### src/design/exec_defines.svh
/*
 * Build-time parameters of the integer execute stage.
 * Include wherever sequence-number width or multiplier depth is needed.
 */

`ifndef EXEC_DEFINES_SVH
`define EXEC_DEFINES_SVH

// Width of the instruction sequence number carried with every operation
`define EXEC_SEQ_NUM_BITS 5

// Default multiplier pipeline depth, legal range 1 to 8
// End-to-end multiply latency equals this value
`define EXEC_MUL_STAGES 4

`endif

### src/design/exec_pkg.sv
/*
 * Types shared across the execute stage: micro-op encoding,
 * the 64-bit product union and the unit-class helper.
 */

package exec_pkg;

  // Supported micro-ops, 4-bit encoding as produced by decode
  typedef enum logic [3:0] {
    uop_add   = 4'd0,
    uop_sub   = 4'd1,
    uop_and   = 4'd2,
    uop_or    = 4'd3,
    uop_xor   = 4'd4,
    uop_sll   = 4'd5,
    uop_srl   = 4'd6,
    uop_sra   = 4'd7,
    uop_slt   = 4'd8,
    uop_sltu  = 4'd9,
    uop_mul   = 4'd10,
    uop_mulh  = 4'd11,
    uop_mulhu = 4'd12
  } rv_uop;

  // Product halves, hi first so it maps onto bits 63:32
  typedef struct packed {
    logic [31:0] hi;
    logic [31:0] lo;
  } mul_halves_s;

  // Full product or its two halves
  typedef union packed {
    logic [63:0] word;
    mul_halves_s half;
  } mul_product_u;

  // Multiply class, steered to the multiplier
  function automatic logic is_mul_uop(rv_uop uop);
    return uop inside {uop_mul, uop_mulh, uop_mulhu};
  endfunction

endpackage

### src/design/exec_intf.sv
/*
 * Valid/ready links inside the execute stage.
 * exec_issue_if carries operations to a unit, exec_result_if its result.
 */

`timescale 1ns/1ps

`include "exec_defines.svh"

// Decoded operation toward a unit
interface exec_issue_if import exec_pkg::*; ();
  logic                          val;
  logic                          rdy;
  logic [31:0]                   pc;
  logic [`EXEC_SEQ_NUM_BITS-1:0] seq_num;
  logic [31:0]                   op1;
  logic [31:0]                   op2;
  logic [4:0]                    waddr;
  rv_uop                         uop;

  modport src (output val, pc, seq_num, op1, op2, waddr, uop, input rdy);
  modport dst (input val, pc, seq_num, op1, op2, waddr, uop, output rdy);
endinterface

// Register write coming back from a unit
interface exec_result_if ();
  logic                          val;
  logic                          rdy;
  logic [31:0]                   pc;
  logic [`EXEC_SEQ_NUM_BITS-1:0] seq_num;
  logic [4:0]                    waddr;
  logic [31:0]                   wdata;

  modport src (output val, pc, seq_num, waddr, wdata, input rdy);
  modport dst (input val, pc, seq_num, waddr, wdata, output rdy);
endinterface

### src/design/alu_unit.sv
/*
 * Single-cycle integer ALU with a one-entry output register.
 * Result is valid the cycle after acceptance and held under back-pressure.
 */

`timescale 1ns/1ps

`include "exec_defines.svh"

module alu_unit import exec_pkg::*; (
  input  logic      clk,
  input  logic      rst,
  exec_issue_if.dst req,
  exec_result_if.src rsp
);

  // Shift amount from low bits of op2
  logic [4:0]  shamt;
  logic [31:0] result;
  logic        accept;

  // Output register
  logic                          out_val;
  logic [31:0]                   out_pc;
  logic [`EXEC_SEQ_NUM_BITS-1:0] out_seq_num;
  logic [4:0]                    out_waddr;
  logic [31:0]                   out_wdata;

  // -------------------------------------------------------------------------
  // Datapath
  // -------------------------------------------------------------------------

  assign shamt = req.op2[4:0];

  always_comb begin
    case (req.uop)
      uop_add:  result = req.op1 + req.op2;
      uop_sub:  result = req.op1 - req.op2;
      uop_and:  result = req.op1 & req.op2;
      uop_or:   result = req.op1 | req.op2;
      uop_xor:  result = req.op1 ^ req.op2;
      uop_sll:  result = req.op1 << shamt;
      uop_srl:  result = req.op1 >> shamt;
      // Arithmetic shift keeps the sign bit
      uop_sra:  result = $unsigned($signed(req.op1) >>> shamt);
      uop_slt:  result = {31'd0, $signed(req.op1) < $signed(req.op2)};
      uop_sltu: result = {31'd0, req.op1 < req.op2};
      // Multiply ops never routed here
      default:  result = 32'd0;
    endcase
  end

  // -------------------------------------------------------------------------
  // Output register and handshake
  // -------------------------------------------------------------------------

  // Free when empty or draining this cycle
  assign req.rdy = ~out_val | rsp.rdy;
  assign accept  = req.val & req.rdy;

  always_ff @(posedge clk) begin
    if (rst) begin
      out_val <= 1'b0;
    end else if (req.rdy) begin
      out_val <= req.val;
    end
  end

  // Payload loads only on a real transfer
  always_ff @(posedge clk) begin
    if (accept) begin
      out_pc      <= req.pc;
      out_seq_num <= req.seq_num;
      out_waddr   <= req.waddr;
      out_wdata   <= result;
    end
  end

  assign rsp.val     = out_val;
  assign rsp.pc      = out_pc;
  assign rsp.seq_num = out_seq_num;
  assign rsp.waddr   = out_waddr;
  assign rsp.wdata   = out_wdata;

endmodule

### src/design/exec_top.sv
/*
 * Integer execute stage top level: D port in, W port out, plain ports.
 * Router feeds ALU and multiplier, arbiter merges their results.
 */

`timescale 1ns/1ps

`include "exec_defines.svh"

module exec_top import exec_pkg::*; (
  input  logic                          clk,
  input  logic                          rst,

  // Decode side
  input  logic                          d_val,
  output logic                          d_rdy,
  input  logic [31:0]                   d_pc,
  input  logic [`EXEC_SEQ_NUM_BITS-1:0] d_seq_num,
  input  logic [31:0]                   d_op1,
  input  logic [31:0]                   d_op2,
  input  logic [4:0]                    d_waddr,
  input  rv_uop                         d_uop,

  // Writeback side
  output logic                          w_val,
  input  logic                          w_rdy,
  output logic [31:0]                   w_pc,
  output logic [`EXEC_SEQ_NUM_BITS-1:0] w_seq_num,
  output logic [4:0]                    w_waddr,
  output logic [31:0]                   w_wdata,
  output logic                          w_wen
);

  exec_issue_if  d_if ();
  exec_issue_if  alu_req ();
  exec_issue_if  mul_req ();
  exec_result_if alu_rsp ();
  exec_result_if mul_rsp ();

  // D ports onto the router's input link
  assign d_if.val     = d_val;
  assign d_if.pc      = d_pc;
  assign d_if.seq_num = d_seq_num;
  assign d_if.op1     = d_op1;
  assign d_if.op2     = d_op2;
  assign d_if.waddr   = d_waddr;
  assign d_if.uop     = d_uop;
  assign d_rdy        = d_if.rdy;

  // -------------------------------------------------------------------------
  // Units
  // -------------------------------------------------------------------------

  issue_router u_router (.d(d_if), .alu(alu_req), .mul(mul_req));

  alu_unit u_alu (.clk(clk), .rst(rst), .req(alu_req), .rsp(alu_rsp));

  pipelined_multiplier #(.p_stages(`EXEC_MUL_STAGES)) u_mul (
    .clk(clk), .rst(rst), .req(mul_req), .rsp(mul_rsp)
  );

  wb_arbiter u_arb (
    .clk(clk), .rst(rst), .alu(alu_rsp), .mul(mul_rsp),
    .w_val(w_val), .w_rdy(w_rdy), .w_pc(w_pc), .w_seq_num(w_seq_num),
    .w_waddr(w_waddr), .w_wdata(w_wdata), .w_wen(w_wen)
  );

endmodule

### src/design/issue_router.sv
/*
 * Issue router: steers each decoded operation to the ALU or the
 * multiplier and returns the chosen unit's ready. Purely combinational.
 */

`timescale 1ns/1ps

module issue_router import exec_pkg::*; (
  exec_issue_if.dst d,
  exec_issue_if.src alu,
  exec_issue_if.src mul
);

  // Operation class, decided only here
  logic to_mul;

  assign to_mul = is_mul_uop(d.uop);

  // -------------------------------------------------------------------------
  // Valid steering
  // -------------------------------------------------------------------------

  // Only the selected unit sees val
  assign alu.val = d.val & ~to_mul;
  assign mul.val = d.val & to_mul;

  // -------------------------------------------------------------------------
  // Payload broadcast
  // -------------------------------------------------------------------------

  // Same payload to both units, val picks the taker
  assign alu.pc      = d.pc;
  assign alu.seq_num = d.seq_num;
  assign alu.op1     = d.op1;
  assign alu.op2     = d.op2;
  assign alu.waddr   = d.waddr;
  assign alu.uop     = d.uop;

  assign mul.pc      = d.pc;
  assign mul.seq_num = d.seq_num;
  assign mul.op1     = d.op1;
  assign mul.op2     = d.op2;
  assign mul.waddr   = d.waddr;
  assign mul.uop     = d.uop;

  // Ready back from whichever unit owns this micro-op
  assign d.rdy = to_mul ? mul.rdy : alu.rdy;

endmodule

### src/design/pipelined_multiplier.sv
/*
 * Pipelined 32x32 multiplier for MUL, MULH and MULHU.
 * p_stages registers deep; the whole pipe freezes when the last stage stalls.
 */

`timescale 1ns/1ps

`include "exec_defines.svh"

module pipelined_multiplier import exec_pkg::*; #(
  parameter int p_stages = `EXEC_MUL_STAGES
) (
  input  logic       clk,
  input  logic       rst,
  exec_issue_if.dst  req,
  exec_result_if.src rsp
);

  localparam int last = p_stages - 1;

  // -------------------------------------------------------------------------
  // Operand extension and product
  // -------------------------------------------------------------------------

  // Signed view for MUL and MULH, unsigned only for MULHU
  logic               signed_ops;
  logic               sel_hi;
  logic signed [32:0] op1_ext;
  logic signed [32:0] op2_ext;
  logic signed [65:0] full_prod;
  mul_product_u       prod;

  assign signed_ops = (req.uop != uop_mulhu);
  // MUL wants the low word, the others the high word
  assign sel_hi     = (req.uop != uop_mul);

  assign op1_ext = {signed_ops & req.op1[31], req.op1};
  assign op2_ext = {signed_ops & req.op2[31], req.op2};

  // 33x33 signed covers both signed and unsigned 32-bit cases
  assign full_prod = op1_ext * op2_ext;
  assign prod.word = full_prod[63:0];

  // -------------------------------------------------------------------------
  // Pipeline registers
  // -------------------------------------------------------------------------

  logic                          stg_val     [p_stages];
  mul_product_u                  stg_prod    [p_stages];
  logic                          stg_sel_hi  [p_stages];
  logic [31:0]                   stg_pc      [p_stages];
  logic [`EXEC_SEQ_NUM_BITS-1:0] stg_seq_num [p_stages];
  logic [4:0]                    stg_waddr   [p_stages];

  // All stages move together unless the tail is stuck
  logic advance;

  assign advance = ~stg_val[last] | rsp.rdy;
  assign req.rdy = advance;

  // Valid bits, cleared by reset
  always_ff @(posedge clk) begin
    if (rst) begin
      for (int i = 0; i < p_stages; i++) begin
        stg_val[i] <= 1'b0;
      end
    end else if (advance) begin
      stg_val[0] <= req.val;
      for (int i = 1; i < p_stages; i++) begin
        stg_val[i] <= stg_val[i-1];
      end
    end
  end

  // Payload shifts alongside, bubbles carry don't-care data
  always_ff @(posedge clk) begin
    if (advance) begin
      stg_prod[0]    <= prod;
      stg_sel_hi[0]  <= sel_hi;
      stg_pc[0]      <= req.pc;
      stg_seq_num[0] <= req.seq_num;
      stg_waddr[0]   <= req.waddr;
      for (int i = 1; i < p_stages; i++) begin
        stg_prod[i]    <= stg_prod[i-1];
        stg_sel_hi[i]  <= stg_sel_hi[i-1];
        stg_pc[i]      <= stg_pc[i-1];
        stg_seq_num[i] <= stg_seq_num[i-1];
        stg_waddr[i]   <= stg_waddr[i-1];
      end
    end
  end

  // -------------------------------------------------------------------------
  // Result select
  // -------------------------------------------------------------------------

  // Half picked from the union view
  assign rsp.wdata   = stg_sel_hi[last] ? stg_prod[last].half.hi
                                        : stg_prod[last].half.lo;
  assign rsp.val     = stg_val[last];
  assign rsp.pc      = stg_pc[last];
  assign rsp.seq_num = stg_seq_num[last];
  assign rsp.waddr   = stg_waddr[last];

endmodule

### src/design/wb_arbiter.sv
/*
 * Writeback arbiter: round-robin merge of ALU and multiplier results
 * onto the single W port. Grant holds while W is stalled.
 */

`timescale 1ns/1ps

`include "exec_defines.svh"

module wb_arbiter (
  input  logic                          clk,
  input  logic                          rst,
  exec_result_if.dst                    alu,
  exec_result_if.dst                    mul,
  output logic                          w_val,
  input  logic                          w_rdy,
  output logic [31:0]                   w_pc,
  output logic [`EXEC_SEQ_NUM_BITS-1:0] w_seq_num,
  output logic [4:0]                    w_waddr,
  output logic [31:0]                   w_wdata,
  output logic                          w_wen
);

  // Set when the multiplier has priority
  logic prio_mul;
  logic grant_mul;

  // Mul wins when alone or when it holds priority
  assign grant_mul = mul.val & (~alu.val | prio_mul);

  // Stall keeps the current winner so W stays stable,
  // a transfer hands priority to the other unit
  always_ff @(posedge clk) begin
    if (rst) begin
      prio_mul <= 1'b0;
    end else if (w_val) begin
      prio_mul <= w_rdy ? ~grant_mul : grant_mul;
    end
  end

  // -------------------------------------------------------------------------
  // W mux
  // -------------------------------------------------------------------------

  assign w_val     = alu.val | mul.val;
  assign w_pc      = grant_mul ? mul.pc      : alu.pc;
  assign w_seq_num = grant_mul ? mul.seq_num : alu.seq_num;
  assign w_waddr   = grant_mul ? mul.waddr   : alu.waddr;
  assign w_wdata   = grant_mul ? mul.wdata   : alu.wdata;

  // x0 is never written
  assign w_wen = (w_waddr != 5'd0);

  // Ready only to the winner
  assign alu.rdy = w_rdy & ~grant_mul;
  assign mul.rdy = w_rdy & grant_mul;

endmodule
### config.mk
export PLATFORM = sky130hd
export DESIGN_NAME = exec_top
export DESIGN_NICKNAME = d
export VERILOG_FILES = /design/src/design/exec_pkg.sv /design/src/design/exec_intf.sv /design/src/design/alu_unit.sv /design/src/design/exec_top.sv /design/src/design/issue_router.sv /design/src/design/pipelined_multiplier.sv /design/src/design/wb_arbiter.sv
export VERILOG_INCLUDE_DIRS = /design/src /design/src/design
export SDC_FILE = /design/constraint.sdc
export NUM_CORES = 2
export LEC_CHECK = 0
export ABC_AREA = 1
export BUFFER_PORTS_ARGS = -buffer_cell sky130_fd_sc_hd__clkbuf_2
export CAP_MARGIN = 20
export CORE_MARGIN = 2
export CORE_UTILIZATION = 64
export CTS_CLUSTER_DIAMETER = 30
export DETAILED_ROUTE_END_ITERATION = 7
export HOLD_SLACK_MARGIN = 0.12
export PLACE_DENSITY = 0.82
export SETUP_SLACK_MARGIN = 0.4
export SYNTH_ARGS = -nofsm -noshare
export SYNTH_HDL_FRONTEND = slang
export SYNTH_SLANG_ARGS = --single-unit
### constraint.sdc
create_clock -name clk -period 46.7 [get_ports clk]
set_input_delay 9.34 -clock clk [delete_from_list [all_inputs] [get_ports clk]]
set_output_delay 9.34 -clock clk [all_outputs]
set_load 0.1 [all_outputs]
==> metrics.md <==
| Metric | Value |
|---|---|
| Num CTS Buffers | `60` |
| Final period demand of the worst path | `21420 ps` |
| Netlist cell types | `57` |
| Fraction of layout cells with a size suffix above 1 | `0.0567` |
| RSZ-0062 raised after global routing | `false` |
| Worst clock skew on the final layout | `88.6 ps` |
| Final-report setup violation count | `0` |
| Post-route clock period utilization | `0.459` |
| Setup repair bufs after CTS | `0` |
| Startpoint class of the critical path | `primary input` |
| CTS Root Buffer Type | `sky130_fd_sc_hd__clkbuf_16` |
| Clock-pin slew of the registers on the worst-case setup and hold paths | `70 ps` |
| Clock sink count | `508` |
| Number of warnings printed during yosys synthesis | `0` |
| Number of search-and-repair iterations in the first detailed-routing pass | `8` |
| Number of vias after detailed routing | `54400` |
| Number of H-tree levels | `2` |
| Count of nets left with antenna violations after detail routing | `0` |
| Met3 demand-to-capacity share in global routing | `0.0815` |
| Proportion of netlist area held by the largest area contributor | `0.341` |
| Crit path DAT | `12080 ps` |
| Largest net degree at the start of global routing | `86` |
| Source-to-sink clock delay at the later pin of the worst-skew pair | `640 ps` |
| Die outline width | `325 µm` |
| Avg Synthesized Cell Area | `8.45 µm²` |
| WL final | `227 mm` |
| R2r setup slk | `42460 ps` |
| Total congestion overflow after global routing | `0` |
| Capturing element type of the critical path | `output pin` |
| CTS tree | `done` |
| Flip-flop and latch count after synthesis | `508` |
| Flip-flop cell with the highest count after synthesis | `sky130_fd_sc_hd__edfxtp_1` |
| Outcome | `complete, no violations` |
| Hold Vio Cnt, Final | `0` |
| Max frequency | `46.7 MHz` |
| Largest cells by area after synthesis | `sky130_fd_sc_hd__fa_1 (34%), sky130_fd_sc_hd__edfxtp_1 (23%), sky130_fd_sc_hd__nand2_1 (12%)` |
| Number of antenna violations at the first check in global routing | `11` |
| Grt met2 use | `0.670` |
| Maximum count of clock buffers along a single path | `3` |
| Via density per instance | `5.89` |
| Hold-fix buffer count after cts | `0` |
| HPWL after DPL | `175 mm` |
| Placer congestion estimate | `1.07` |
| Setup TNS | `0 ps` |
| Iteration-0 DRC count of the detailed router | `6873` |
| Cell with the largest stage delay on the worst path | `sky130_fd_sc_hd__a21oi_1` |
| CP Cell Sequence | `clkbuf_2, nand2_1, inv_1, nand2_2, inv_1, buf_4, a21oi_1, nand2_1, o21ai_0, clkbuf_2` |
| Height of the die | `325 µm` |
| Effective utilization at floorplan | `0.647` |
| Max_cap viols | `0` |
| Number of enable-type register cells in the synthesized netlist | `506` |
| Met1 Usage GRT | `0.566` |
| First-pass GRT wire length | `342 mm` |
| Longest individual stage delay on the worst path | `810 ps` |
| Global routing usage summed across all routing layers | `0.437` |
| Total count of max-transition violations in the final report | `0` |
| Transition time at the pin with the least slew margin | `1070 ps` |
| Wire per inst | `24.6 µm` |
| Fin nets | `9372` |
| HP Class | `reg -> reg` |
| Area Growth Syn to Fin | `5.90%` |
| Die area | `106000 µm²` |
| Seq/Total Area, Yosys | `0.230` |
| Count of mapped cells out of synthesis | `7830` |
| Std cell rows | `117` |
| Fill count | `7885` |
| Count of instances resized after the clock tree is built | `0` |
| Gr busiest metal | `met2` |
| Async set-or-reset flop fraction in the synthesized netlist | `0` |
| Most area-hungry cell type in the Yosys netlist | `sky130_fd_sc_hd__fa_1` |
| Number of global-route vias before repair | `56600` |
| DR DRC count | `0` |
| Syn nets | `9382` |
| Highest net fanout along the worst path | `30` |
| Core area | `102000 µm²` |
| Critical path required time | `37360 ps` |
| WHS Path Cells | `0` |
| Worst-case reg-to-reg path depth | `8` |
| Class of the most critical setup path | `in -> out` |
| Max-slew headroom at the worst pin | `0.289` |
| Port buffer count | `190` |
| I/O Pins | `191` |
| Area of the mapped netlist | `66100 µm²` |
stage by stage:
step	utilization	cell area [µm²]	setup slack [ps]	hold slack, ps	instances
3_3_place_gp	0.665	68000	25390	400	9126
3_5_place_dp	0.665	68000	25370	405	9126
5_1_grt	0.686	70000	25320	334	9239
6_report	0.686	70100	25280	329	9241
2_1_floorplan	-	66100	15860	400	7830
4_1_cts	0.685	70000	25410	335	9238
per-layer routing:
metal	up-vias	part of all wire
li1	23400	-
met3	874	0.11
met1	26500	0.36
met2	3653	0.44
met4	2	0.090
met5	-	0.000057
Yosys cell counts (all sizes together), types with 2 or more instances:
cell and n:
a211oi 7, a21boi 6, a21o 3, a21oi 194
a221oi 4, a31oi 4, and2 6, buf 109
clkbuf 237, dfxtp 2, edfxtp 506, fa 1127
ha 311, inv 1873, nand2 2153, nand3 471
nand3b 8, nand4 54, nor2 368, nor3 36
nor4 6, o211ai 20, o21a 3, o21ai 217
o21bai 28, o221ai 2, o22ai 18, or2 4
xnor2 9, xor2 37
critical path, delay by kind of cell:
family | cells | cell delay (ps)
buffers and inverters | 5 | 1110
AOI/OAI and AO/OA | 2 | 950
and+or+nand+nor | 3 | 650
cell usage in the layout, fill, tap and decap left out, drive strengths merged, types with 18 or more instances in the layout:
cell type / netlist / routed
nand2: 2153 / 2153
inv: 1873 / 1890
fa: 1127 / 1127
edfxtp: 506 / 506
nand3: 471 / 471
nor2: 368 / 368
ha: 311 / 311
clkbuf: 237 / 251
o21ai: 217 / 217
a21oi: 194 / 194
buf: 109 / 87
nand4: 54 / 54
xor2: 37 / 37
nor3: 36 / 36
o21bai: 28 / 28
clkinv: 1 / 22
o211ai: 20 / 20
o22ai: 18 / 18
worst paths after layout:
kind	end	startpoint
min reg2reg	u_mul.stg_pc[1][16]	u_mul.stg_pc[0][16]
max	d_rdy	d_uop[2]
min	u_mul.stg_pc[1][16]	u_mul.stg_pc[0][16]
max reg2reg	u_mul.stg_prod[0][55]	u_mul.stg_val[3]
sequential cells by signal (all words and copies together) (netlist names):
| register | flops |
|---|---|
| u_alu.rsp.wdata | 32 |
| u_arb.prio_mul | 1 |
| u_alu.rsp.val | 1 |
| u_mul.stg_pc | 128 |
| u_alu.rsp.seq_num | 5 |
| u_mul.stg_val | 4 |
| u_mul.stg_prod | 256 |
| u_mul.stg_seq_num | 20 |
| u_mul.stg_sel_hi | 4 |
| u_alu.rsp.pc | 32 |
| u_alu.rsp.waddr | 5 |
| u_mul.stg_waddr | 20 |
logic make-up (layout without fill, tap and decap cells):
| family | Yosys count | count (layout) | synth area share |
|---|---|---|---|
| buffers and inverters | 2220 | 2260 | 0.129 |
| adder cells (fa/ha/maj) | 1438 | 1438 | 0.400 |
| AO/OA/AOI/OAI | 510 | 510 | 0.0433 |
| flip-flops | 508 | 508 | 0.230 |
| multiplexers | 1 | 1 | 0.000151 |
| other | 0 | 3 | 0 |
| XOR/XNOR | 46 | 46 | 0.00609 |
| AND/OR/NAND/NOR | 3107 | 3107 | 0.192 |
area by class of cell:
class                      count  area, µm²  area share
inverter                    1874       7040       0.100
timing repair buffer         274       1580      0.0226
tap                         1368       1710      0.0244
multi-input combinational   5102      42400       0.606
sequential                   508      15200       0.217
antenna                        3       7.51    0.000107
clock buffer                  64       1520      0.0216
clock inverter                48        536     0.00764
Power is left out: the tool's default activity adds up to more than one toggle a clock period on the data nets, which glitch-free logic cannot reach.
